$ cat src/bpu_defines.svh
`ifndef BPU_DEFINES_SVH
`define BPU_DEFINES_SVH

// datapath
`define BPU_XLEN        32
`define BPU_HIST_W      16

// branch target buffer, indexed by pc[9:2], tag from pc[31:18]
`define BPU_BTB_DEPTH   256
`define BPU_BTB_TAG_W   14
`define BPU_BTB_IDX_HI  9
`define BPU_BTB_IDX_LO  2
`define BPU_BTB_TAG_LO  18

// bimodal counters, indexed by pc[9:1]
`define BPU_BIM_DEPTH   512
`define BPU_BIM_IDX_HI  9
`define BPU_BIM_IDX_LO  1
`define BPU_CNT_RESET   2'b01

`define BPU_RAS_DEPTH   32

// rv32 opcodes and link register
`define BPU_OP_JAL      7'b1101111
`define BPU_OP_JALR     7'b1100111
`define BPU_OP_BRANCH   7'b1100011
`define BPU_LINK_REG    5'd1

`endif
$ cat src/return_stack.sv
`timescale 1ns/10ps
`include "bpu_defines.svh"

module return_stack (
    input  logic                 clk,
    input  logic                 rst,

    input  logic                 push_i,
    input  logic [`BPU_XLEN-1:0] push_addr_i,
    input  logic                 pop_i,

    output logic                 top_valid_o,
    output logic [`BPU_XLEN-1:0] top_o
);

    localparam int IDX_W = $clog2(`BPU_RAS_DEPTH);
    // one extra bit so a full stack can be told from an empty one
    localparam int PTR_W = IDX_W + 1;
    localparam logic [PTR_W-1:0] FULL = PTR_W'(`BPU_RAS_DEPTH);

    logic [`BPU_XLEN-1:0] stack_q [`BPU_RAS_DEPTH];
    logic [PTR_W-1:0]     ptr_q;
    logic [PTR_W-1:0]     ptr_d;
    logic [IDX_W-1:0]     wr_idx;
    logic [IDX_W-1:0]     top_idx;

    always_comb begin
        wr_idx = ptr_q[IDX_W-1:0];
        ptr_d  = ptr_q;
        if (push_i) begin
            if (ptr_q == FULL) begin
                // overflow wraps to the bottom
                wr_idx = '0;
                ptr_d  = PTR_W'(1);
            end else begin
                ptr_d = ptr_q + 1'b1;
            end
        end else if (pop_i && ptr_q != '0) begin
            ptr_d = ptr_q - 1'b1;
        end
    end

    always_ff @(posedge clk) begin
        if (rst) begin
            ptr_q <= '0;
        end else begin
            ptr_q <= ptr_d;
        end
    end

    always_ff @(posedge clk) begin
        if (push_i) begin
            stack_q[wr_idx] <= push_addr_i;
        end
    end

    // entry just below the pointer
    assign top_idx     = ptr_q[IDX_W-1:0] - 1'b1;
    assign top_o       = stack_q[top_idx];
    assign top_valid_o = (ptr_q != '0);

endmodule

$ cat config.mk
export PLATFORM = sky130hd
export DESIGN_NAME = return_stack
export DESIGN_NICKNAME = d
export VERILOG_FILES = /design/src/return_stack.sv
export VERILOG_INCLUDE_DIRS = /design/src
export SDC_FILE = /design/constraint.sdc
export NUM_CORES = 1
export LEC_CHECK = 0
export BUFFER_PORTS_ARGS = -buffer_cell sky130_fd_sc_hd__buf_2
export CAP_MARGIN = 20
export CORE_MARGIN = 2
export CORE_UTILIZATION = 50
export CTS_CLUSTER_DIAMETER = 80
export DETAILED_ROUTE_END_ITERATION = 10
export HOLD_SLACK_MARGIN = 0.12
export PLACE_DENSITY = 0.66
export SLEW_MARGIN = 20
export SYNTH_ARGS = -nofsm -noshare
export SYNTH_HDL_FRONTEND = slang
export SYNTH_SLANG_ARGS = --single-unit
$ cat constraint.sdc
create_clock -name clk -period 7.2 [get_ports clk]
set_input_delay 0.72 -clock clk [delete_from_list [all_inputs] [get_ports clk]]
set_output_delay 0.72 -clock clk [all_outputs]
set_load 0.05 [all_outputs]
* After elaboration in Yosys (flattened, before gate mapping) *
Memory sizes are Yosys's and may differ from the RTL's.
Cells that the tools add are included.

word-level totals
  bits in registers = 6
  RAM bits = 1,024
  input port bits = 36
  output and inout bits = 33
  logic and storage cells = 16
  memories kept = 1

operators by class
  add/sub/neg operators = 3
  equal/unequal tests = 1
  multiplexer cells = 7
  reductions and logical operators = 3

memory list
  name     depth  bits a word  read ports  clocked after memory_dff  wr ports  line                text
  stack_q  32     32           1           0                         1         return_stack.sv:21  logic [`BPU_XLEN-1:0] stack_q [`BPU_RAS_DEPTH];

operators by type and width
  cell                                                                number
  6-bit 2-to-1 mux                                                    3
  5-bit 2-to-1 mux                                                    2
  6-bit by 1-bit adder with 6-bit output, second input constant       1
  6-bit == test, second input constant                                1
  6-bit nonzero test                                                  1
  6-bit by 1-bit subtractor with 6-bit output, second input constant  1
  5-bit by 1-bit subtractor with 5-bit output, second input constant  1
  1-bit 2-to-1 mux                                                    2
  2-bit nonzero test                                                  1
  1-bit logical AND                                                   1

* Logic depth before layout (Yosys ltp) *
  depth after elaboration = 4
  gate-level depth with buffers = 13
  depth with buffers taken out = 7

* Worst setup path after synthesis *
No wires, ideal clock.

  path kind = flip-flop to output port
  start = reg ptr_q[0]
  end = out top_o[29]
  arrival = 3.514 ns
  data required time = 6.480 ns
  path slack = 2.966 ns
  stages on the path, launching flop included = 13
  buffers on the path = 6
  cell sequence = dfxtp_1 buf_4 buf_8 buf_8 buf_6 inv_1 ha_1 buf_2 clkbuf_1 mux4_2 nand2_1 a32o_1 a221oi_1

on the way
  cells in the longest elaborated chain, start to end = 2

ends and longest elaborated chain
  element                                      line                text
  start, declared                              return_stack.sv:22  logic [PTR_W-1:0] ptr_q;
  start signal, assigned                       return_stack.sv:47  ptr_q <= ptr_d;
  5-bit by 1-bit subtractor with 5-bit output  return_stack.sv:58  assign top_idx = ptr_q[IDX_W-1:0] - 1'b1;
  memory read 32 x 32 bit                      n/a
  end, declared                                return_stack.sv:13  output logic [`BPU_XLEN-1:0] top_o

No other way between the ends.

* Worst setup path after layout *
  start = reg ptr_q[1]
  end = out top_o[10]

Same word-level chain as after synthesis.

==> flow_summary.json <==
{
  "grt_antenna_before_repair": 2,
  "critPathKind": "flop to output pin",
  "combPwrFrac": 0.226,
  "synth_edf_count": 1024,
  "drt_iter0_markers": 2338,
  "pwr-share-seq": 0.443,
  "syn_area_per_cell_sq_um": 23.1,
  "peakVddDrop_v": 0.000278,
  "instances_no_fill": 2966,
  "p_clk_frac": 0.331,
  "finClkSkew_ns": 0.0131,
  "slowest_delay_ns": 0.94,
  "drt-total-wl_um": 90800,
  "synth_cell_types": 40,
  "dp_hpwl_um": 44800,
  "setup_tns_ns": 0,
  "hold_path_depth": 2,
  "min_period_ns": 5.39,
  "whs_endpoint": "ptr_q[0]",
  "syn_inst": 1721,
  "core_area_sq_um": 78900,
  "maxSlewHeadroom": 0.264,
  "cts_tree": "built",
  "postCtsSetupRepairBufs": 0,
  "cts_buffers": 99,
  "syn_nets": 1763,
  "switching_share": 0.293,
  "wl_per_cell_um": 30.6,
  "die_w_um": 286,
  "die_h_um": 286,
  "outcome": "complete, no violations",
  "antenna_left": 0,
  "final_nets": 1885,
  "clk_pin_slew_ns": 0.06,
  "drive_gt1_frac": 0.296,
  "critPathTopFamily": "buffers and inverters",
  "synth_top_area_frac": 0.773,
  "hold_ws_ns": 0.331,
  "rows": 103,
  "synth_area_sq_um": 39800,
  "ctsHtreeMaxLevel": 3,
  "cts_root_buf": "clkbuf_16",
  "cap_violations": 0,
  "crit_slowest_cell": "ha_4",
  "clock_path_buffers": 3,
  "r2r-end": "stack_q[5][11]",
  "via_per_inst": 6.26,
  "gp_congestion": 0.770,
  "hold_path.class": "primary input to flop",
  "vias": 18600,
  "fmax_mhz": 186,
  "io_buffers": 68,
  "start_kind": "flop",
  "r2r_start": "ptr_q[0]",
  "synth-seq-area-share": 0.776,
  "p_leak_nw": 14.0,
  "worstPathRequired_ns": 6.48,
  "overflow": 0,
  "ys_warn_count": 0,
  "drc": 0,
  "start_util": 0.505,
  "yosysTopAreaCell": "edfxtp_1",
  "ys_ff_latch": 1030,
  "rr_worst_depth": 5,
  "final_common_cell": "edfxtp_1",
  "path_cells": "inv_1 > ha_4 > buf_12 > buf_4 > mux4_2 > nand2_1 > a32o_1 > a221oi_1 > buf_2",
  "worst_slew_pin_slew_ns": 1.10,
  "async_flop_share": 0,
  "holdCritStartpoint": "rst",
  "track_usage": 0.224,
  "area.growth.synth_to_final_pct": 12.3,
  "top_level_ports": 69,
  "hold_viol_final": 0,
  "dp_slack_ns": 2.45,
  "internal_power_w": 0.0108,
  "ctsResizeCount": 0,
  "post-route-period-util": 0.748,
  "p_switching_w": 0.00448,
  "drtPass1Iterations": 6,
  "synthTopCellsByArea": "edfxtp_1 (77%), mux4_2 (14%), mux2i_1 (2.4%)",
  "power_density_nw_per_um2": 342,
  "clock_sinks": 1030,
  "worstPathMaxFanout": 63,
  "slew_violations": 0,
  "grt_pass1_wl_um": 131000,
  "finish.utilization": 0.567,
  "cp_data_arrival_time_ns": 4.67,
  "ctsHoldBuffers": 0,
  "die_area_sq_um": 81900,
  "finalSetupViolCount": 0,
  "ff2ff_setup_slack_ns": 3.38,
  "synth_ff_type": "edfxtp_1",
  "grt_pass1_vias": 19000,
  "cp-end-kind": "output pin",
  "rsz0062_at_grt": "false",
  "clk_latency_ns": 0.65,
  "placedCellCount": 2792,
  "final_cell_mix": "edfxtp_1 (1024), mux4_2 (256), clkbuf_16 (102), mux2i_1 (97), nand2_1 (80)",
  "grt_max_degree": 113,
  "crit_buf_inv": 4,
  "setup_ws_ns": 1.81
}
-- synth_stat cells (all sizes together) (2+ instances only) --
library cell	instances
mux2i	97
nand2	80
dfxtp	6
a31oi	2
nor3	4
o21ai	3
clkbuf	24
buf	72
mux4	256
inv	6
xnor2	4
o31ai	3
or2	5
nor2	41
a21oi	2
nand3	5
a32o	32
a221oi	32
ha	6
o32a	2
o22ai	4
edfxtp	1024
nand2b	2
nand3b	2
-- power groups by stage --
stage,Combinational [W],Sequential (W),Clock [W]
final,0.00345,0.00677,0.00506
after global routing,0.00362,0.00678,0.00535
after CTS,0.00348,0.00677,0.00512
after detailed placement,0.00347,0.00690,0
after global placement,0.00346,0.00689,0
after floorplan,0.00247,0.00687,0
-- flip-flops by register name, summed over array words and instances, names as in the netlist --
name and cells:
ptr_q 6, stack_q 1024
-- stage by stage --
step                      area [sq um]  power, W
after floorplan                  39800   0.00933
after global placement           41500    0.0103
after detailed placement         41500    0.0104
after CTS                        44700    0.0154
after global routing             44700    0.0157
final                            44700    0.0153
-- worst max path at each step --
stage / from / end / depth (start not counted)
CTS: ptr_q[0] / top_o[10] / 9
floorplan: ptr_q[0] / top_o[29] / 12
detailed placement: ptr_q[0] / top_o[17] / 7
global route: ptr_q[0] / top_o[10] / 9
global placement: ptr_q[0] / top_o[17] / 7
finish: ptr_q[1] / top_o[10] / 9
-- layer usage --
layer | global-route usage | vias up | wire length, um
met5 | 0 | - | 10
met1 | 0.330 | 10000 | 38000
met4 | 0.0563 | 2 | 1980
met2 | 0.353 | 821 | 43700
li1 | - | 7578 | -
met3 | 0.0413 | 136 | 7020
-- kinds of logic after synthesis --
kind of cell | after synthesis | synth area share
DFF | 1030 | 0.776
muxes | 353 | 0.169
and+or+nand+nor | 142 | 0.0150
buffers and inverters | 102 | 0.0169
AOI/OAI and AO/OA | 83 | 0.0201
adders and majority gates | 6 | 0.00189
xor gates and xnor gates | 5 | 0.00110
-- final cells by class --
cell class                 instances  area, sq um
antenna                            1         2.50
clock buffer                     121         2620
clock inverter                    52          505
fill                            5713        34200
inverter                           6         22.5
multi-input combinational        589         8580
sequential                      1030        30900
tap                             1050         1310
timing repair buffer             117          762
Power figures use the tool's default switching activity.
