<file path="src/bpu_defines.svh">
`ifndef BPU_DEFINES_SVH
`define BPU_DEFINES_SVH

// datapath
`define BPU_XLEN        32
`define BPU_HIST_W      16

// branch target buffer, indexed by pc[9:2], tag from pc[31:18]
`define BPU_BTB_DEPTH   256
`define BPU_BTB_TAG_W   14
`define BPU_BTB_IDX_HI  9
`define BPU_BTB_IDX_LO  2
`define BPU_BTB_TAG_LO  18

// bimodal counters, indexed by pc[9:1]
`define BPU_BIM_DEPTH   512
`define BPU_BIM_IDX_HI  9
`define BPU_BIM_IDX_LO  1
`define BPU_CNT_RESET   2'b01

`define BPU_RAS_DEPTH   32

// rv32 opcodes and link register
`define BPU_OP_JAL      7'b1101111
`define BPU_OP_JALR     7'b1100111
`define BPU_OP_BRANCH   7'b1100011
`define BPU_LINK_REG    5'd1

`endif
</file>
<file path="src/bpu_pkg.sv">
`include "bpu_defines.svh"

package bpu_pkg;

    // control-transfer class of one instruction
    typedef enum logic [2:0] {
        CTL_NONE,
        CTL_BRANCH,
        CTL_JAL,
        CTL_JALR,
        CTL_CALL_JALR,
        CTL_RET
    } ctl_class_e;

    typedef struct packed {
        ctl_class_e           cls;
        logic                 is_call;
        logic                 is_ret;
        logic [`BPU_XLEN-1:0] br_off;
        logic [`BPU_XLEN-1:0] jal_off;
    } inst_info_t;

    typedef struct packed {
        logic [`BPU_XLEN-1:0] pc;
        logic [`BPU_XLEN-1:0] inst;
    } fetch_t;

    // feedback from execute
    typedef struct packed {
        logic                   valid;
        logic                   taken;
        logic                   mispredict;
        logic [`BPU_XLEN-1:0]   pc;
        logic [`BPU_XLEN-1:0]   inst;
        logic [`BPU_XLEN-1:0]   target;
        logic [`BPU_HIST_W-1:0] history;
    } resolve_t;

    typedef struct packed {
        logic                     valid;
        logic [`BPU_BTB_TAG_W-1:0] tag;
        logic [`BPU_XLEN-1:0]     target;
    } btb_entry_t;

    typedef logic [1:0] counter_t;

    typedef struct packed {
        logic                 is_ctl;
        logic                 taken;
        logic [`BPU_XLEN-1:0] target;
    } prediction_t;

endpackage

</file>
<file path="src/inst_classify.sv">
`timescale 1ns/10ps
`include "bpu_defines.svh"

module inst_classify (
    input  logic [`BPU_XLEN-1:0] inst_i,
    output bpu_pkg::inst_info_t  info_o
);
    import bpu_pkg::*;

    logic [6:0] opcode;
    logic [4:0] rd;
    logic [4:0] rs1;

    assign opcode = inst_i[6:0];
    assign rd     = inst_i[11:7];
    assign rs1    = inst_i[19:15];

    always_comb begin
        // b-type and j-type immediates, sign extended
        info_o.br_off = {
            {(`BPU_XLEN-12){inst_i[31]}},
            inst_i[7],
            inst_i[30:25],
            inst_i[11:8],
            1'b0
        };
        info_o.jal_off = {
            {(`BPU_XLEN-20){inst_i[31]}},
            inst_i[19:12],
            inst_i[20],
            inst_i[30:21],
            1'b0
        };
        info_o.cls     = CTL_NONE;
        info_o.is_call = 1'b0;
        info_o.is_ret  = 1'b0;
        case (opcode)
            `BPU_OP_BRANCH: begin
                info_o.cls = CTL_BRANCH;
            end
            `BPU_OP_JAL: begin
                info_o.cls     = CTL_JAL;
                info_o.is_call = 1'b1;
            end
            `BPU_OP_JALR: begin
                if (rd == 5'd0 && rs1 == `BPU_LINK_REG) begin
                    info_o.cls    = CTL_RET;
                    info_o.is_ret = 1'b1;
                end else if (rd != 5'd0) begin
                    info_o.cls     = CTL_CALL_JALR;
                    info_o.is_call = 1'b1;
                end else begin
                    info_o.cls = CTL_JALR;
                end
            end
            default: ;
        endcase
    end

endmodule

</file>
<file path="config.mk">
export PLATFORM = sky130hd
export DESIGN_NAME = inst_classify
export DESIGN_NICKNAME = d
export VERILOG_FILES = /design/src/bpu_pkg.sv /design/src/inst_classify.sv
export VERILOG_INCLUDE_DIRS = /design/src
export SDC_FILE = /design/constraint.sdc
export NUM_CORES = 1
export LEC_CHECK = 0
export ABC_AREA = 1
export BUFFER_PORTS_ARGS = -buffer_cell sky130_fd_sc_hd__buf_2
export CORE_MARGIN = 1
export CORE_UTILIZATION = 28
export DETAILED_ROUTE_END_ITERATION = 8
export PLACE_DENSITY = 0.93
export SYNTH_ARGS = -nofsm -noshare
export SYNTH_HDL_FRONTEND = slang
export SYNTH_SLANG_ARGS = --single-unit
</file>
<file path="constraint.sdc">
create_clock -name vclk -period 0.8
set_input_delay 0.04 -clock vclk [all_inputs]
set_output_delay 0.04 -clock vclk [all_outputs]
set_load 0.01 [all_outputs]
</file>
**Word-level counts from Yosys, hierarchy flattened**

Index checks and enable logic that the tools add are counted.

- Equality and inequality tests: 4
- Muxes and demuxes: 8
- Reduce and logical (&&, ||, !) cells: 3

Operators by type and width:

| cell | number |
|---|---|
| $eq 7x7->1 const B | 3 |
| $pmux 3 s3 | 1 |
| $mux 3 | 2 |
| $eq 5x1->1 const B | 1 |
| $logic_not 5->1 | 1 |
| $reduce_bool 5->1 | 1 |
| $mux 1 | 4 |
| $pmux 1 s2 | 1 |
| $logic_and 1x1->1 | 1 |

- Flip-flop bits (word level): 0
- Output and inout port bits: 69
- Word-level logic and storage cells: 15

**Longest topological paths before layout**

Gate-level depths: netlist (run 1).

- Word-level depth: 4
- Mapped depth: 6

**Worst setup path after synthesis (run 1)**

No wires, ideal clock.

- Kind: input port to output port
- From: input port inst_i[4]
- To: output port info_o[68] in the netlist's numbering
- Arrival: 555 ps
- Required time: 760 ps
- Path slack: 205 ps
- Stages: 5
- Buffers on the path: 0
- Cells stage by stage: inv_1 nand3_2 nor2_1 nand2_1 a21oi_1

RTL lines:

| what | RTL line | source |
|---|---|---|
| start: declaration | inst_classify.sv:5 | `` input logic [`BPU_XLEN-1:0] inst_i, `` |
| end: declaration | inst_classify.sv:6 | `output bpu_pkg::inst_info_t info_o` |

==> impl_metrics.yaml, run 1 <==
sta:
  post-route-period-util_pct: 96.7
  fmax_mhz: 1290
  layout_setup_ws_ps: 26.3
  min_period_ps: 774
  setup_viol: 0
  final.setup.tns_ps: 0
  drv_slew: 0
  hold_viol_final: 0
  holdWs_ps: 80.0
  rsz0062_at_grt: "true"
worst_setup_path:
  path_max_fanout: 3
  critPathKind: "primary input to primary output"
  cp_data_arrival_time_ps: 730
  worst_setup_path_start_kind: "primary input"
  required_ps: 760
  cp-end-kind: "primary output"
floorplan:
  die_area_um2: 2520
  num_rows: 17
  die_x_um: 50.2
  initial_core_util_pct: 29.7
  io_pins: 101
  core_region_area_um2: 2190
  die_height_um: 50.2
drt:
  ant_nets: 0
  drt_iter0_drc: 4
  routed_wl_um: 874
  drc: 0
  wl_per_cell_um: 9.01
  via_per_inst: 4.02
  firstDrtPassIters: 4
  vias: 390
cells_and_area:
  diodes: 0
  drive_gt1_share_pct: 72.5
  area_growth_pct: -34.2
  seq_area_um2: 0
  nets: 103
  final_common_cell: "buf_2"
  fillCellCount: 242
  clock_buffers: 0
  n_sequential_cell: 0
  mostFrequentLayoutCells: "buf_2 (30), nand2_1 (5), inv_1 (4), inv_2 (4), nand2_2 (4)"
  finish.utilization_pct: 19.5
synthesis:
  synth_top_family_by_area: "buffers and inverters"
  ys_types: 13
  synth_cells: 99
  muxShareOfSynthArea_pct: 0
  synthAdderAreaFrac_pct: 0
  synth_area_per_cell_um2: 6.57
  yosys-top-cells-area: "buf_4 (74%), nand2_1 (5.2%), inv_1 (3.5%)"
  ys_seq_area_share_pct: 0
  yosys_warnings: 0
  synth-xor-area-share_pct: 0
  synth_compound_area_share_pct: 2.12
  synth-simple-area-share_pct: 18.8
  synth_top_area_share_pct: 73.8
  syn-cell-area_um2: 651
  netlist.top_cell.by_area: "buf_4"
status:
  status: "finished clean"
pwr:
  power_mw: 0.165
  vdd_drop_max_mv: 0.187
  p_leak_nw: 0.241
  powerDensity_nw_per_um2: 386
global_routing:
  antenna_found_initial: 0
  grt_overflow: 0
  grt_max_degree: 33
  grt_pass1_wl_mm: 1.27
  grt_usage_pct: 6.00
  first_global_vias: 321
placement:
  portBuffers: 32
  dp_slack_ps: -18.6
  hpwl_um: 674
  finalWeightedCongestion: 0.724
clock_network:
  postCtsSetupBuffers: 0
flow_run:
  maxCapViolCount: 0
hold_path:
  min_path_type: "primary input to primary output"
## final cells by class
cell class,instances,area [um^2],area share [%]
timing repair buffer,33,184,43.0
tap,28,35.0,8.19
multi-input combinational,28,179,41.8
inverter,8,30.0,7.02
## path summary, 6_finish.rpt
kind  depth (start not counted)          to        from
min                           0   info_o[2]  inst_i[22]
max                           7  info_o[68]   inst_i[4]
## per-stage QoR
step	cell area [um^2]	cells
after floorplan	654	100
after global placement	377	97
after detailed placement	377	97
after CTS	399	97
after global routing	428	97
final	428	97
## worst max-delay path, stage by stage
cell,delay (ps)
buf_2,100
inv_2,60
nand3_4,80
nor2_4,120
nand2_2,60
a21oi_1,120
buf_2,150
## layer usage
metal	track usage [%]	routed length [um]	vias up	part of all wire (%)
met5	0	0	-	0
met4	1.90	9	0	1.0
met1	4.53	205	163	23
met2	12.9	505	51	58
met3	2.42	154	4	18
li1	-	-	172	-
## synthesized netlist by cell type
cell and instances:
nand2_1 9, nand3_2 2, nor2_4 1, nor2_1 6, conb_1 1, inv_2 2
a21oi_2 1, inv_1 6, nor2_2 2, nand3_1 3, nor3b_1 1, buf_4 64
a21oi_1 1
## repair_timing
item / 4_1_cts / 5_1_grt
pin swaps: 4 / 3
hold buffers: 0 / 0
resized for setup: 5 / 10
cloned: 0 / 0
setup endpoints to repair: 1 / 5
## cell families (layout without fill, tap and decap cells)
kind of cell / Yosys count / after routing
AO/OA/AOI/OAI: 2 / 2
buffers and inverters: 72 / 41
other: 1 / 2
AND/OR/NAND/NOR: 24 / 24
## power by group
group	leakage [nW]	switching (mW)	internal, mW	total, mW
clock network	0	0	0	0
logic	0.241	0.0875	0.0777	0.165
registers	0	0	0	0
total	0.241	0.0875	0.0777	0.165
No activity file was read; power rests on OpenSTA's default activity.
==> run 2: changes to the inputs <==
--- a/config.mk
+++ b/config.mk
@@ -9,9 +9,9 @@
 export ABC_AREA = 1
 export BUFFER_PORTS_ARGS = -buffer_cell sky130_fd_sc_hd__buf_2
 export CORE_MARGIN = 1
-export CORE_UTILIZATION = 28
+export CORE_UTILIZATION = 24
 export DETAILED_ROUTE_END_ITERATION = 8
-export PLACE_DENSITY = 0.93
+export PLACE_DENSITY = 0.83
 export SYNTH_ARGS = -nofsm -noshare
 export SYNTH_HDL_FRONTEND = slang
 export SYNTH_SLANG_ARGS = --single-unit
==> run 2 against run 1 <==
Design area is 1.8% lower; first-iteration DRC count decreased by 100%; worst hold slack barely moved; fmax down 5.1%; highest routed layer is now met3; the run now ends with negative setup slack left.
==> impl_metrics.yaml, run 2 (same netlist as run 1, synthesis figures left out) <==
floorplan:
  die_x_um: 54.1
  core_region_area_um2: 2520
  io_pins: 101
  initial_core_util_pct: 25.8
  num_rows: 18
  die_height_um: 54.1
  die_area_um2: 2920
cells_and_area:
  clock_buffers: 0
  final_area_um2: 420
  nets: 103
  area_growth_pct: -35.4
  finish.utilization_pct: 16.7
  seq_area_um2: 0
  fillCellCount: 290
  drive_gt1_share_pct: 65.2
  mostFrequentLayoutCells: "buf_2 (30), nand2_1 (8), inv_1 (5), nor2_1 (4)"
  diodes: 0
  n_sequential_cell: 0
  final_common_cell: "buf_2"
global_routing:
  first_global_vias: 285
  antenna_found_initial: 0
  grt_max_degree: 33
  grt_overflow: 0
  grt_usage_pct: 4.44
  grt_pass1_wl_mm: 1.03
pwr:
  powerDensity_nw_per_um2: 377
  power_mw: 0.158
  p_leak_nw: 0.240
  vdd_drop_max_mv: 0.110
drt:
  drc: 0
  wl_per_cell_um: 9.54
  ant_nets: 0
  vias: 385
  firstDrtPassIters: 1
  drt_iter0_drc: 0
  via_per_inst: 3.89
  routed_wl_um: 944
hold_path:
  min_from: "inst_i[22]"
  hold_end: "info_o[2]"
  hold-path-cell-count: 0
  min_path_type: "primary input to primary output"
status:
  failed_checks: "negative setup slack"
  status: "finished with violations"
placement:
  dp_slack_ps: -1.77
  portBuffers: 32
  finalWeightedCongestion: 0.436
  hpwl_um: 754
  dpl_cell_area_um2: 379
sta:
  hold_viol_final: 0
  drv_slew: 0
  layout_setup_ws_ps: -15.3
  post-route-period-util_pct: 102
  holdWs_ps: 80.0
  fmax_mhz: 1230
  setup_viol: 1
  rsz0062_at_grt: "true"
  min_period_ps: 815
worst_setup_path:
  cp_data_arrival_time_ps: 780
  critPathKind: "primary input to primary output"
  path_max_fanout: 4
  worst_setup_path_start_kind: "primary input"
  required_ps: 760
  cp-end-kind: "primary output"
clock_network:
  postCtsSetupBuffers: 0
  holdBufCountCts: 0
flow_run:
  maxCapViolCount: 0
[run 2: repair_timing]
action                     in CTS  in global routing
setup endpoints to repair       1                  5
pin swaps                       0                  5
cloned                          0                  0
gates resized for setup         1                  9
[run 2: metrics by stage]
| step | setup TNS [ps] | std cells |
|---|---|---|
| global placement | 0 | 99 |
| floorplan | 0 | 100 |
| detailed placement | -1.77 | 99 |
| CTS | 0 | 99 |
| finish | -15.3 | 99 |
| global route | -180 | 99 |
[run 2: final cells by class]
type	instances	area (um^2)	area share, %
inverter	8	30.0	7.14
tap	30	37.5	8.93
timing repair buffer	33	184	43.7
multi-input combinational	28	169	40.2
[run 2: worst max path at each step]
stage	from	end	slack (ps)	cells after the start
after floorplan	inst_i[4]	info_o[68]	200	5
after global placement	inst_i[11]	info_o[64]	10	7
after detailed placement	inst_i[11]	info_o[66]	-2	7
after CTS	inst_i[11]	info_o[66]	10	7
after global routing	inst_i[8]	info_o[66]	-60	7
final	inst_i[8]	info_o[66]	-20	7
[run 2: worst max-delay path, stage by stage]
cell and delay (ps):
buf_8 100, nor2_4 100, nand2_2 70, nor2_4 150, inv_2 60, a21oi_2 130
buf_2 130
[run 2: power breakdown]
group          internal [mW]  switching (mW)  leakage (nW)  total (mW)
Clock                      0               0             0           0
Combinational         0.0758          0.0826         0.240       0.158
Sequential                 0               0             0           0
Total                 0.0758          0.0826         0.240       0.158
[run 2: metal layers]
metal,wire (um),part of all wire (%),global-route usage (%)
met1,186,20,1.63
met2,511,54,11.5
met3,247,26,2.82
met4,0,0,0.427
met5,0,0,0
==> run 3: changes to the inputs <==
--- a/config.mk
+++ b/config.mk
@@ -11,7 +11,8 @@
 export CORE_MARGIN = 1
 export CORE_UTILIZATION = 24
 export DETAILED_ROUTE_END_ITERATION = 8
-export PLACE_DENSITY = 0.83
+export PLACE_DENSITY = 0.8
+export RECOVER_POWER = 100
 export SYNTH_ARGS = -nofsm -noshare
 export SYNTH_HDL_FRONTEND = slang
 export SYNTH_SLANG_ARGS = --single-unit
==> constraint.sdc (replaced) <==
create_clock -name vclk -period 0.9
set_input_delay 0.045 -clock vclk [all_inputs]
set_output_delay 0.045 -clock vclk [all_outputs]
set_load 0.01 [all_outputs]
==> run 3 against run 2 <==
Final cell count fell by 1.0%; design area fell by 14%; wire length fell by 8.8%; count of clock-buffer cells in the layout did not move; worst hold slack improved by 10 ps; combinational power fell by 28%; the run now ends clean; via count fell by 2.9%; global-route usage fell by 0.23 points.
==> impl_metrics.yaml, run 3 (same netlist as run 1, synthesis figures left out) <==
sta:
  rsz0062_at_grt: "false"
  final.setup.tns_ps: 0
  layout_setup_ws_ps: 103
  drv_slew: 0
  fmax_mhz: 1250
  setup_viol: 0
  hold_viol_final: 0
  min_period_ps: 797
  post-route-period-util_pct: 88.6
status:
  status: "finished clean"
hold_path:
  min_path_type: "primary input to primary output"
  min_from: "inst_i[22]"
  hold-path-cell-count: 0
  hold_end: "info_o[2]"
drt:
  routed.top_layer: "met3"
  dr_wl_met2_um: 455
  dr_wl_met3_um: 188
  wl_per_cell_um: 8.79
  drt_iter0_drc: 0
  drc: 0
  ant_nets: 0
  vias: 374
  m1WireLength_um: 217
  routed_wl_um: 861
  firstDrtPassIters: 1
  via_per_inst: 3.82
cells_and_area:
  seq_area_um2: 0
  drive_gt1_share_pct: 44.1
  clock_buffers: 0
  n_sequential_cell: 0
  diodes: 0
  nets: 102
  area_growth_pct: -44.6
  final_common_cell: "buf_2"
  mostFrequentLayoutCells: "buf_2 (19), clkbuf_1 (11), nand2_1 (9), inv_1 (6), nor2_1 (5)"
  fillCellCount: 307
worst_setup_path:
  path_max_fanout: 3
  crit_family: "buffers and inverters"
  critPathKind: "primary input to primary output"
  slowest_stage: "buf_2"
  crit_top_cell: "buf_2"
  critical_path_buf_inv_count: 3
  max_stage_delay_ps: 150
  worst_setup_path_start_kind: "primary input"
  cp_data_arrival_time_ps: 750
  required_ps: 850
  cp-end-kind: "primary output"
  worstPathCellList: "buf_2 > inv_1 > nand3_2 > nor2_2 > nand2_1 > a21oi_1 > buf_2"
pwr:
  power.net_switching_mw: 0.0661
  power_frac_seq_pct: 0
  clkPwrFrac_pct: 0
  p_sw_share_pct: 58.3
  vdd_drop_max_mv: 0.0707
  p_comb_share_pct: 100.0
  intPower_mw: 0.0472
  p_leak_nw: 0.195
  powerDensity_nw_per_um2: 315
floorplan:
  num_rows: 18
  die_x_um: 54.1
  initial_core_util_pct: 25.8
  core_region_area_um2: 2520
  die_height_um: 54.1
  die_area_um2: 2920
  io_pins: 101
global_routing:
  grt_max_degree: 33
  grt_overflow: 0
  first_global_vias: 255
  antenna_found_initial: 0
  grt_pass1_wl_um: 979
  grt_usage_pct: 4.21
placement:
  portBuffers: 32
  hpwl_um: 773
  dp_slack_ps: 87.1
  finalWeightedCongestion: 0.477
flow_run:
  maxCapViolCount: 0
run 3: cell count changes in the layout (fill, tap and decap cells not counted), moves of 2 or more:
| cell | delta |
|---|---|
| clkbuf_1 | +11 |
| clkbuf_2 | +2 |
| nor2_4 | -2 |
| buf_2 | -11 |
run 3: layout make-up:
cell class                 count  area (um^2)  share of cell area, %
inverter                       8         30.0                   8.33
multi-input combinational     28          146                   40.6
tap                           30         37.5                   10.4
timing repair buffer          32          146                   40.6
run 3: per-stage QoR:
stage	instances	hold WS, ps	cell area (um^2)	utilization, %	power, mW
2_1_floorplan	100	141	654	-	0.323
3_3_place_gp	98	90.1	372	14.7	0.117
3_5_place_dp	98	90.1	372	14.7	0.119
4_1_cts	98	90.1	372	14.7	0.120
5_1_grt	98	90.0	360	14.3	0.130
6_report	98	90.0	360	14.3	0.113
run 3: worst max-delay path by stage:
stage	from	cells past startpoint	slack (ps)	end
floorplan	inst_i[4]	5	290	info_o[68]
global placement	inst_i[4]	7	110	info_o[68]
detailed placement	inst_i[4]	7	90	info_o[68]
CTS	inst_i[4]	7	80	info_o[68]
global route	inst_i[11]	7	10	info_o[66]
finish	inst_i[4]	7	100	info_o[68]
run 3: layer usage:
layer / vias to the layer above / global-route usage (%)
met5: - / 0
met3: 0 / 1.13
met1: 142 / 1.63
li1: 169 / -
met2: 63 / 12.1
met4: 0 / 0
run 3: timing repair:
action / in CTS / in global routing
setup endpoints to repair: 0 / 1
hold buffers: 0 / 0
resized for setup: 0 / 1
setup buffers: 0 / 0
run 3: power by group through the flow:
stage	combinational, mW	sequential, mW	clock (mW)
after floorplan	0.323	0	0
after global placement	0.117	0	0
after detailed placement	0.119	0	0
after CTS	0.120	0	0
after global routing	0.130	0	0
final	0.113	0	0
