File: config.mk
export PLATFORM = sky130hd
export DESIGN_NAME = next_pc_select
export DESIGN_NICKNAME = d
export VERILOG_FILES = /design/src/bpu_pkg.sv /design/src/next_pc_select.sv
export VERILOG_INCLUDE_DIRS = /design/src
export SDC_FILE = /design/constraint.sdc
export NUM_CORES = 1
export LEC_CHECK = 0
export BUFFER_PORTS_ARGS = -buffer_cell sky130_fd_sc_hd__buf_2
export CAP_MARGIN = 40
export CORE_MARGIN = 2
export CORE_UTILIZATION = 40
export DETAILED_ROUTE_END_ITERATION = 6
export GPL_ROUTABILITY_DRIVEN = 0
export GPL_TIMING_DRIVEN = 0
export PLACE_DENSITY = 0.67
export REMOVE_ABC_BUFFERS = 1
export SLEW_MARGIN = 20
export SYNTH_ARGS = -nofsm -noshare
export SYNTH_HDL_FRONTEND = slang
export SYNTH_SLANG_ARGS = --single-unit
export TNS_END_PERCENT = 100
File: constraint.sdc
create_clock -name vclk -period 2.93
set_input_delay 0.1465 -clock vclk [all_inputs]
set_output_delay 0.1465 -clock vclk [all_outputs]
set_load 0.005 [all_outputs]
File: src/bpu_defines.svh
`ifndef BPU_DEFINES_SVH
`define BPU_DEFINES_SVH

// datapath
`define BPU_XLEN        32
`define BPU_HIST_W      16

// branch target buffer, indexed by pc[9:2], tag from pc[31:18]
`define BPU_BTB_DEPTH   256
`define BPU_BTB_TAG_W   14
`define BPU_BTB_IDX_HI  9
`define BPU_BTB_IDX_LO  2
`define BPU_BTB_TAG_LO  18

// bimodal counters, indexed by pc[9:1]
`define BPU_BIM_DEPTH   512
`define BPU_BIM_IDX_HI  9
`define BPU_BIM_IDX_LO  1
`define BPU_CNT_RESET   2'b01

`define BPU_RAS_DEPTH   32

// rv32 opcodes and link register
`define BPU_OP_JAL      7'b1101111
`define BPU_OP_JALR     7'b1100111
`define BPU_OP_BRANCH   7'b1100011
`define BPU_LINK_REG    5'd1

`endif
File: src/bpu_pkg.sv
`include "bpu_defines.svh"

package bpu_pkg;

    // control-transfer class of one instruction
    typedef enum logic [2:0] {
        CTL_NONE,
        CTL_BRANCH,
        CTL_JAL,
        CTL_JALR,
        CTL_CALL_JALR,
        CTL_RET
    } ctl_class_e;

    typedef struct packed {
        ctl_class_e           cls;
        logic                 is_call;
        logic                 is_ret;
        logic [`BPU_XLEN-1:0] br_off;
        logic [`BPU_XLEN-1:0] jal_off;
    } inst_info_t;

    typedef struct packed {
        logic [`BPU_XLEN-1:0] pc;
        logic [`BPU_XLEN-1:0] inst;
    } fetch_t;

    // feedback from execute
    typedef struct packed {
        logic                   valid;
        logic                   taken;
        logic                   mispredict;
        logic [`BPU_XLEN-1:0]   pc;
        logic [`BPU_XLEN-1:0]   inst;
        logic [`BPU_XLEN-1:0]   target;
        logic [`BPU_HIST_W-1:0] history;
    } resolve_t;

    typedef struct packed {
        logic                     valid;
        logic [`BPU_BTB_TAG_W-1:0] tag;
        logic [`BPU_XLEN-1:0]     target;
    } btb_entry_t;

    typedef logic [1:0] counter_t;

    typedef struct packed {
        logic                 is_ctl;
        logic                 taken;
        logic [`BPU_XLEN-1:0] target;
    } prediction_t;

endpackage

File: src/next_pc_select.sv
`timescale 1ns/10ps
`include "bpu_defines.svh"

module next_pc_select (
    input  bpu_pkg::fetch_t      fetch_i,
    input  bpu_pkg::inst_info_t  info_i,
    input  logic                 btb_hit_i,
    input  logic [`BPU_XLEN-1:0] btb_target_i,
    input  logic                 bim_taken_i,
    input  logic                 ras_valid_i,
    input  logic [`BPU_XLEN-1:0] ras_top_i,
    input  logic                 suppress_i,
    output bpu_pkg::prediction_t pred_o
);
    import bpu_pkg::*;

    localparam logic [`BPU_XLEN-1:0] INST_STEP = 4;

    logic [`BPU_XLEN-1:0] seq_pc;

    assign seq_pc = fetch_i.pc + INST_STEP;

    always_comb begin
        pred_o.is_ctl = 1'b0;
        pred_o.taken  = 1'b0;
        pred_o.target = seq_pc;
        if (!suppress_i) begin
            case (info_i.cls)
                CTL_RET: begin
                    pred_o.is_ctl = 1'b1;
                    pred_o.taken  = 1'b1;
                    if (ras_valid_i) begin
                        pred_o.target = ras_top_i;
                    end else if (btb_hit_i) begin
                        pred_o.target = btb_target_i;
                    end else begin
                        pred_o.target = '0;
                    end
                end
                // indirect target only known from the btb
                CTL_JALR, CTL_CALL_JALR: begin
                    pred_o.is_ctl = 1'b1;
                    pred_o.taken  = btb_hit_i;
                    if (btb_hit_i) begin
                        pred_o.target = btb_target_i;
                    end
                end
                CTL_JAL: begin
                    pred_o.is_ctl = 1'b1;
                    pred_o.taken  = 1'b1;
                    pred_o.target = fetch_i.pc + info_i.jal_off;
                end
                CTL_BRANCH: begin
                    pred_o.is_ctl = 1'b1;
                    pred_o.taken  = bim_taken_i;
                    if (bim_taken_i) begin
                        pred_o.target = btb_hit_i ? btb_target_i
                                                  : fetch_i.pc + info_i.br_off;
                    end
                end
                default: ;
            endcase
        end
    end

endmodule

Word level (Yosys, flattened, before mapping)
Index checks and enable logic that the tools add are counted.
{"block": "classes", "muxes": 7, "reduce_logical": 1, "eq_ne": 5, "n_addsub": 3}
{"op": "$mux 32", "n": 5}
{"op": "$pmux 34 s4", "n": 1}
{"op": "$add 32x32->32", "n": 2}
{"op": "$mux 34", "n": 1}
{"op": "$add 32x3->32 const B", "n": 1}
{"op": "$eq 3x2->1 const B", "n": 2}
{"op": "$eq 3x3->1 const B", "n": 2}
{"op": "$eq 3x1->1 const B", "n": 1}
{"op": "$reduce_or 2->1", "n": 1}
{"block": "totals", "output_inout_bits": 34, "word_cells": 16, "input_bits": 201, "register_bits": 0}

Longest topological paths before layout
Gate-level depths: netlist (run 1).
{"block": "depth", "word_depth": 5, "mapped_depth": 12, "depth_no_buf": 12}

Worst setup path after synthesis (run 1)
No wires, ideal clock.
{"block": "synth_timing", "path_kind": "input to output", "start": "input port fetch_i[32] (netlist bit)", "end": "output port pred_o[30] (netlist bit)", "required_time_ps": 2784, "t_arrival_ps": 2609, "path_buffers": 0, "cell_stages": 12, "setup_slack_ps": 174, "path_cell_list": "ha_1 > inv_1 > fa_1 > nor2b_4 > o31a_1 > a41o_1 > o31a_4 > a31oi_4 > o311a_2 > or3_1 > o211ai_1 > a22o_1"}
{"item": "from (decl)", "line_no": "next_pc_select.sv:5", "text": "input bpu_pkg::fetch_t fetch_i,"}
{"item": "to (decl)", "line_no": "next_pc_select.sv:13", "text": "output bpu_pkg::prediction_t pred_o"}

==> run_results.csv, run 1 <==
group,metric,value,unit
route,drt_iter0_drc,793,
yosys,synth_simple_gate_area_share,24.88,%
setup_path,endpoint_kind,"output pin",
final_layout,fillers,1339,
power,p_seq_share,0,%
sta,min_period_over_period,104.0,%
route,postRouteAntennaNets,0,
global_routing,gr-usage-met1,42.61,%
setup_path,critPathMaxStageDelay,0.50,ns
global_routing,met2_usage,48.93,%
final_layout,clkbuf_count,0,
floorplan,placementRows,42,
global_routing,first_global_vias,6750,
sta,timing.fmax,328.2,MHz
floorplan,die_y,119.8,um
yosys,synth_cells,802,
final_layout,final-seq-area,0,sq um
clock_network,hold_buffers,0,
final_layout,seq_cells,0,
floorplan,core_area,13190,sq um
setup_path,crit_fanout,5,
power,fin_total_pwr,1.490,mW
floorplan,dieArea,14360,sq um
setup_path,crit_family,"compound AO/OA/AOI/OAI gates",
final_layout,drive_gt1_share,33.63,%
setup_path,critPathLaunchType,"input pin",
setup_path,slowest_stage,"a211oi_4",
route,wl_per_cell,19.72,um
route,via_per_inst,6.301,
run_status,status,"complete, but fails checks",
sta,max-slew-margin-rel,41.16,%
floorplan,start_util,40.68,%
final_layout,diodes,0,
power,swShare,56.81,%
yosys,ys_seq_area_share,0,%
sta,rsz0062_at_grt,"yes",
hold_path,holdCritPathClass,"in2out",
floorplan,die_w,119.8,um
global_routing,grt_start_max_net_pins,32,
global_routing,grt_pass1_wl,34870,um
final_layout,final_nets,1273,
yosys,synth_area_per_cell,6.690,sq um
sta,final_hold_viol_count,0,
sta,period_needed,3.047,ns
route,first_pass_iters,7,
setup_path,crit_type,"in2out",
power,p_int,0.6436,mW
power,ir_worst_vdd,0.09296,mV
global_routing,grt_overflow,0,
sta,setup_slack,-0.1167,ns
global_routing,busiest_layer,"met2",
power,clock_power_share,0,%
final_layout,syn2layout_area_growth,36.22,%
route,vias,7442,
yosys,synth-compound-area-share,42.09,%
setup_path,cp_num_buf_inv,3,
yosys,synth.distinct_cells,81,
yosys,netlist.top_cell.by_area,"ha_1",
yosys,synth_area,5365,sq um
place,portBuffers,201,
sta,tightest_slew,0.8826,ns
floorplan,io_pins,235,
route,drc_errors,0,
sta,slew_violations,0,
power,p_comb_share,100.0,%
setup_path,worstPathRequired,2.78,ns
yosys,synthXorXnorAreaFrac,11.10,%
global_routing,grtUsageTotal,30.11,%
power,switchingPower,0.8465,mW
place,pre_cts_ws,-0.5446,ns
place,hpwl,17690,um
setup_path,cp_cell_sequence,"buf_8 > ha_4 > inv_2 > fa_2 > nor2b_4 > o211a_4 > o31ai_4 > a211oi_4 > a21o_1 > xnor2_1 > o221ai_1 > o21ai_0 > a21oi_1 > buf_2",
yosys,yosys_warnings,0,
route,route.final.wire_length,23290,um
global_routing,met3_usage,2.471,%
yosys,synth_top_family_by_area,"compound AO/OA/AOI/OAI gates",
yosys,synth.top_cell.area_share,14.69,%
run_status,violations,"setup timing",
setup_path,arrival,2.90,ns
power,leakage,3.135,nW
yosys,synth-adder-area-share,15.44,%
job,maxCapViolCount,0,
yosys,netlist_top_cells_area,"ha_1 15%, a21oi_1 6.8%, xor2_1 5.9%",
yosys,synth_mux_area_share,0.9562,%
sta,setup_violations,5,
global_routing,antenna_found_initial,0,
power,powerDensity,203.9,nW/um^2
power by group through the flow:
stage	Combinational, mW	Sequential, mW	Clock (mW)
finish	1.49	0	0
global route	1.60	0	0
CTS	1.35	0	0
detailed placement	1.26	0	0
global placement	1.24	0	0
floorplan	0.809	0	0
cells by family (layout without fill, tap and decap cells):
group / count (synthesis) / after routing
buffers and inverters: 58 / 261
and+or+nand+nor: 276 / 276
AOI/OAI and AO/OA: 330 / 330
muxes: 5 / 5
adders and majority gates: 65 / 65
xor gates and xnor gates: 68 / 68
metrics by stage:
| stage | hold slack, ns | TNS (ns) | std cells | util, % | instance area (sq um) |
|---|---|---|---|---|---|
| after detailed placement | 0.6513 | -5.282 | 1149 | 49.04 | 6469 |
| final | 0.6475 | -0.3422 | 1181 | 55.41 | 7308 |
| after CTS | 0.6533 | -0.2429 | 1168 | 52.19 | 6884 |
| after floorplan | 0.3668 | 0 | 767 | - | 5155 |
| after global placement | 0.6453 | -30.39 | 1144 | 48.38 | 6381 |
| after global routing | 0.6614 | -0.8857 | 1181 | 55.41 | 7308 |
worst paths after layout:
kind	cells past startpoint	slack, ns	start	endpoint
setup / recovery	14	-0.12	fetch_i[32]	pred_o[22]
hold / removal	3	0.65	fetch_i[34]	pred_o[2]
final cells by class:
class / instances / area [sq um] / area share [%]
Multi-Input combinational cell: 744 / 5657 / 77.40
Tap cell: 176 / 220.2 / 3.013
Timing Repair Buffer: 238 / 1340 / 18.34
Inverter: 23 / 91.34 / 1.250
synthesized netlist by cell type, types with 9 or more instances:
cell type,n
nor2_1,61
a31oi_1,12
nor3_1,28
a21o_1,26
a221oi_1,9
xor2_1,36
nand2_1,82
nand4_1,17
or3_1,9
a222oi_1,9
a211oi_1,15
and3_1,11
ha_1,63
o21a_1,13
a22oi_1,11
clkbuf_1,27
o21ai_0,61
inv_1,22
xnor2_1,32
a21oi_1,73
o22ai_1,16
nand3_1,30
cells in the final DEF (no fill, tap or decap), types with 18 or more instances in the layout:
cell     instances
a21o_1          26
a21oi_1         67
buf_2          197
buf_4           35
ha_1            43
inv_1           18
nand2_1         82
nand3_1         30
nor2_1          59
nor3_1          22
o21ai_0         54
xnor2_1         31
xor2_1          35
what timing repair did:
item,in CTS,in global routing
resized for setup,55,67
buffers inserted,19,13
endpoints found under the setup margin,25,24
pin swaps,30,32
layer usage:
layer	vias to the layer above	share of wire, %
met5	-	0
met3	53	8.8
met1	3473	43
met4	0	2.8
met2	393	45
li1	3523	-
Note: power is estimated with default switching activity, not from simulation.
==> run 2, diff against run 1 <==
- PLACE_DENSITY: 0.67 -> 0.7
- clock period: 2.93 -> 2.7 ns (I/O delays scaled with it)
==> run 2 against run 1 <==
The flow still finishes with violations (setup timing). First-iteration DRC count decreased by 13%. Combinational power increased by 13%. Routed wire length increased by 0.95%. Highest routed layer unchanged.
==> run_results.csv, run 2 (synthesis gave the netlist of run 1 again) <==
group,metric,value,unit
sta,setup_slack,-0.3077,ns
route,vias,7487,
final_layout,final_common_cell,"buf_2",
global_routing,grt_pass1_wl,34830,um
route,route.final.wire_length,23510,um
final_layout,final_nets,1272,
sta,setup_violations,17,
final_layout,diodes,0,
final_layout,clkbuf_count,0,
power,leakage,3.164,nW
route,drc_errors,0,
global_routing,grt_start_max_net_pins,32,
route,postRouteAntennaNets,0,
sta,rsz0062_at_grt,"yes",
global_routing,met3_usage,3.089,%
final_layout,final-seq-area,0,sq um
hold_path,min-delay-start,"fetch_i[34]",
global_routing,busiest_layer,"met2",
sta,worst_hold_slack,0.6362,ns
sta,max-slew-margin-rel,39.64,%
sta,tightest_slew,0.9054,ns
setup_path,critPathLaunchType,"input pin",
final_layout,drive_gt1_share,35.46,%
floorplan,placementRows,42,
power,fin_total_pwr,1.685,mW
final_layout,seq_cells,0,
sta,final_hold_viol_count,0,
global_routing,first_global_vias,6929,
route,via_per_inst,6.345,
sta,timing.fmax,332.5,MHz
final_layout,fillers,1270,
floorplan,core_area,13190,sq um
global_routing,met2_usage,49.46,%
hold_path,hold_depth,3,
global_routing,gr-usage-met1,40.59,%
route,drt_iter0_drc,687,
setup_path,endpoint_kind,"output pin",
job,maxCapViolCount,0,
final_layout,layout.cells.most_common_list,"194 x buf_2, 81 x nand2_1, 64 x a21oi_1, 59 x nor2_1, 50 x o21ai_0",
setup_path,crit_fanout,5,
power,powerDensity,225.6,nW/um^2
global_routing,grt_overflow,0,
route,wl_per_cell,19.92,um
sta,period_needed,3.008,ns
floorplan,start_util,40.68,%
hold_path,holdCritPathClass,"in2out",
sta,slew_violations,0,
floorplan,io_pins,235,
sta,min_period_over_period,111.4,%
final_layout,design_area,7468,sq um
setup_path,arrival,2.87,ns
global_routing,grtUsageTotal,30.02,%
route,first_pass_iters,7,
floorplan,die_w,119.8,um
run_status,status,"complete, but fails checks",
setup_path,startpoint,"fetch_i[32]",
power,ir_worst_vdd,0.1168,mV
setup_path,crit_type,"in2out",
place,place_area,6464,sq um
floorplan,die_y,119.8,um
final_layout,syn2layout_area_growth,39.20,%
run_status,violations,"setup timing",
clock_network,hold_buffers,0,
floorplan,dieArea,14360,sq um
global_routing,antenna_found_initial,0,
place,portBuffers,201,
setup_path,worstPathRequired,2.57,ns
place,pre_cts_ws,-0.6627,ns
place,hpwl,17430,um
## run 2: cell types whose count changed in the layout (fill, tap and decap cells not counted), sizes merged
| cell | before | now |
|---|---|---|
| clkbuf | 0 | 1 |
| clkinv | 1 | 0 |
| buf | 238 | 236 |
| inv | 21 | 22 |
## run 2: path summary, 6_finish.rpt
check          to  slack [ns]
min     pred_o[2]        0.64
max    pred_o[22]       -0.31
## run 2: layer usage
layer  wire length (um)  part of all wire (%)
met2              10520                    45
met1               9841                    42
met5                  0                     0
met3               2220                   9.4
met4                931                   4.0
## run 2: power breakdown
| part | internal [mW] | leakage (nW) | switching, mW |
|---|---|---|---|
| clock network | 0 | 0 | 0 |
| registers | 0 | 0 | 0 |
| logic | 0.744 | 3.16 | 0.940 |
| total | 0.744 | 3.16 | 0.940 |
## run 2: critical path, stage by stage
cell      delay, ns
buf_8          0.09
ha_4           0.13
inv_2          0.04
fa_2           0.39
nor2b_4        0.15
o211a_4        0.20
o31ai_4        0.08
a211oi_4       0.48
a21o_1         0.29
buf_6          0.15
xnor2_4        0.08
o221ai_2       0.23
o21ai_2        0.10
a21oi_2        0.18
buf_2          0.14
## run 2: final cells by class
type	count	area, sq um	share of cell area (%)
multi-input combinational	744	5801	77.67
tap	176	220.2	2.949
inverter	23	92.59	1.240
timing repair buffer	237	1355	18.14
## run 2: per-stage QoR
step                util, %  setup TNS [ns]  std cells
detailed placement    49.00          -10.12       1149
CTS                   53.48          -2.574       1169
floorplan                 -        -0.04063        767
finish                56.62          -2.774       1180
global placement      48.38          -36.69       1144
global route          56.62          -4.300       1180
## run 2: what timing repair did
| item | in CTS | in global routing |
|---|---|---|
| pin swaps | 47 | 49 |
| buffers inserted | 20 | 11 |
| resized for setup | 89 | 71 |
| endpoints found under the setup margin | 30 | 27 |
| gates cloned | 0 | 0 |
==> run 3, diff against run 2 <==
- CORE_UTILIZATION: 40 -> 30
- PLACE_DENSITY: 0.7 -> 0.55
==> run 3 against run 2 <==
Routed wire length is 12% higher. Critical path type unchanged. First-iteration DRC count decreased by 21%. Non-clock buffer count up 31. Worst setup slack improved by 0.020 ns. Via count increased by 0.85%. Combinational power increased by 10%. The flow still finishes with violations (setup timing). Utilization fell by 9.9 points. Sequential share of layout area unchanged. Sequential cell count did not move. Final area up 9.0%.
==> run_results.csv, run 3 (synthesis gave the netlist of run 1 again) <==
group,metric,value,unit
power,p_comb_share,100.0,%
place,place_inst,1201,
final_layout,diodes,0,
final_layout,instances_no_fill,1260,
floorplan,start_util,30.80,%
route,via_per_inst,5.993,
sta,slew_violations,0,
power,p_int,0.8430,mW
sta,timing.fmax,334.7,MHz
floorplan,die_w,137.7,um
route,wl_per_cell,20.93,um
sta,worst_hold_slack,0.6627,ns
sta,final_hold_viol_count,0,
sta,period_needed,2.988,ns
sta,max-slew-margin-rel,42.09,%
route,route.final.wire_length,26370,um
global_routing,first_global_vias,6873,
place,pre_cts_ws,-0.8297,ns
global_routing,met2_usage,43.75,%
sta,setup_violations,18,
setup_path,critPathLaunchType,"input pin",
route,postRouteAntennaNets,0,
floorplan,dieArea,18970,sq um
sta,setup_slack,-0.2877,ns
floorplan,io_pins,235,
final_layout,final-seq-area,0,sq um
hold_path,holdCritPathClass,"in2out",
global_routing,grt_overflow,0,
global_routing,met3_usage,1.987,%
global_routing,busiest_layer,"met2",
final_layout,seq_cells,0,
sta,rsz0062_at_grt,"yes",
power,ir_worst_vdd,0.1214,mV
power,switchingPower,1.006,mW
final_layout,layout.cells.most_common_list,"182 x buf_2, 80 x nand2_1, 58 x a21oi_1, 58 x buf_4, 57 x nor2_1",
power,p_seq_share,0,%
final_layout,fillers,1811,
setup_path,worstPathRequired,2.57,ns
run_status,violations,"setup timing",
floorplan,core_area,17420,sq um
floorplan,placementRows,48,
route,drt_iter0_drc,540,
sta,tightest_slew,0.8687,ns
final_layout,final_util,46.76,%
global_routing,gr-usage-met1,36.37,%
sta,min_period_over_period,110.7,%
route,first_pass_iters,5,
setup_path,crit_fanout,5,
final_layout,final_nets,1303,
global_routing,grt_pass1_wl,38160,um
power,leakage,3.407,nW
power,powerDensity,227.0,nW/um^2
power,clock_power_share,0,%
final_layout,clkbuf_count,0,
route,drc_errors,0,
setup_path,crit_type,"in2out",
place,hpwl,19610,um
place,portBuffers,201,
global_routing,antenna_found_initial,0,
route,vias,7551,
setup_path,arrival,2.85,ns
job,maxCapViolCount,0,
power,swShare,54.41,%
run_status,status,"complete, but fails checks",
global_routing,grtUsageTotal,26.08,%
final_layout,final_common_cell,"buf_2",
setup_path,endpoint_kind,"output pin",
final_layout,drive_gt1_share,40.87,%
final_layout,syn2layout_area_growth,51.80,%
floorplan,die_y,137.7,um
global_routing,grt_start_max_net_pins,32,
[run 3: changes by cell type in the layout (fill, tap and decap cells not counted), moves of 3 or more]
cell,change
ha_4,+10
a21oi_1,-6
o21ai_1,+3
buf_4,+30
ha_2,-3
ha_1,-7
a21oi_2,+7
buf_2,-12
o21ai_0,-7
xnor2_1,-3
xnor2_2,+4
buf_6,+9
[run 3: layout make-up]
cell class	count	area [sq um]	area share, %
inverter	23	91.34	1.122
multi-input combinational	744	6061	74.42
tap	225	281.5	3.457
timing repair buffer	268	1710	21.00
[run 3: metrics by stage]
| stage | power (mW) | area [sq um] | TNS, ns |
|---|---|---|---|
| detailed placement | 1.394 | 6576 | -11.80 |
| finish | 1.849 | 8144 | -2.729 |
| global route | 1.983 | 8144 | -4.629 |
| floorplan | 0.8784 | 5155 | -0.04063 |
| global placement | 1.375 | 6442 | -44.16 |
| CTS | 1.671 | 7706 | -2.056 |
[run 3: final timing paths]
path / startpoint / endpoint / slack [ns] / cells past startpoint
setup / recovery: fetch_i[32] / pred_o[18] / -0.29 / 14
hold / removal: btb_target_i[2] / pred_o[2] / 0.66 / 4
[run 3: worst max-delay path: stages]
cell and delay (ns):
buf_8 0.11, ha_4 0.16, inv_2 0.05, fa_2 0.22, nor2b_4 0.04, o31a_1 0.27, a41o_1 0.23, o31a_4 0.32
a31oi_4 0.33, xnor2_2 0.13, a222oi_1 0.42, o21ai_1 0.14, o2bb2ai_2 0.16, buf_2 0.13
[run 3: layer usage]
layer  vias up  share of wire (%)
met4         0                2.4
met1      3531                 43
li1       3592                  -
met5         -                  0
met2       385                 46
met3        43                7.9
[run 3: repair_timing]
action,in CTS,in global routing
pin swaps,84,64
resized for setup,159,76
hold buffers,0,0
endpoints found under the setup margin,28,25
buffers inserted,47,16
[run 3: power by group through the flow]
stage	clock network (mW)	registers (mW)	logic (mW)
floorplan	0	0	0.878
global placement	0	0	1.38
detailed placement	0	0	1.39
CTS	0	0	1.67
global route	0	0	1.98
finish	0	0	1.85
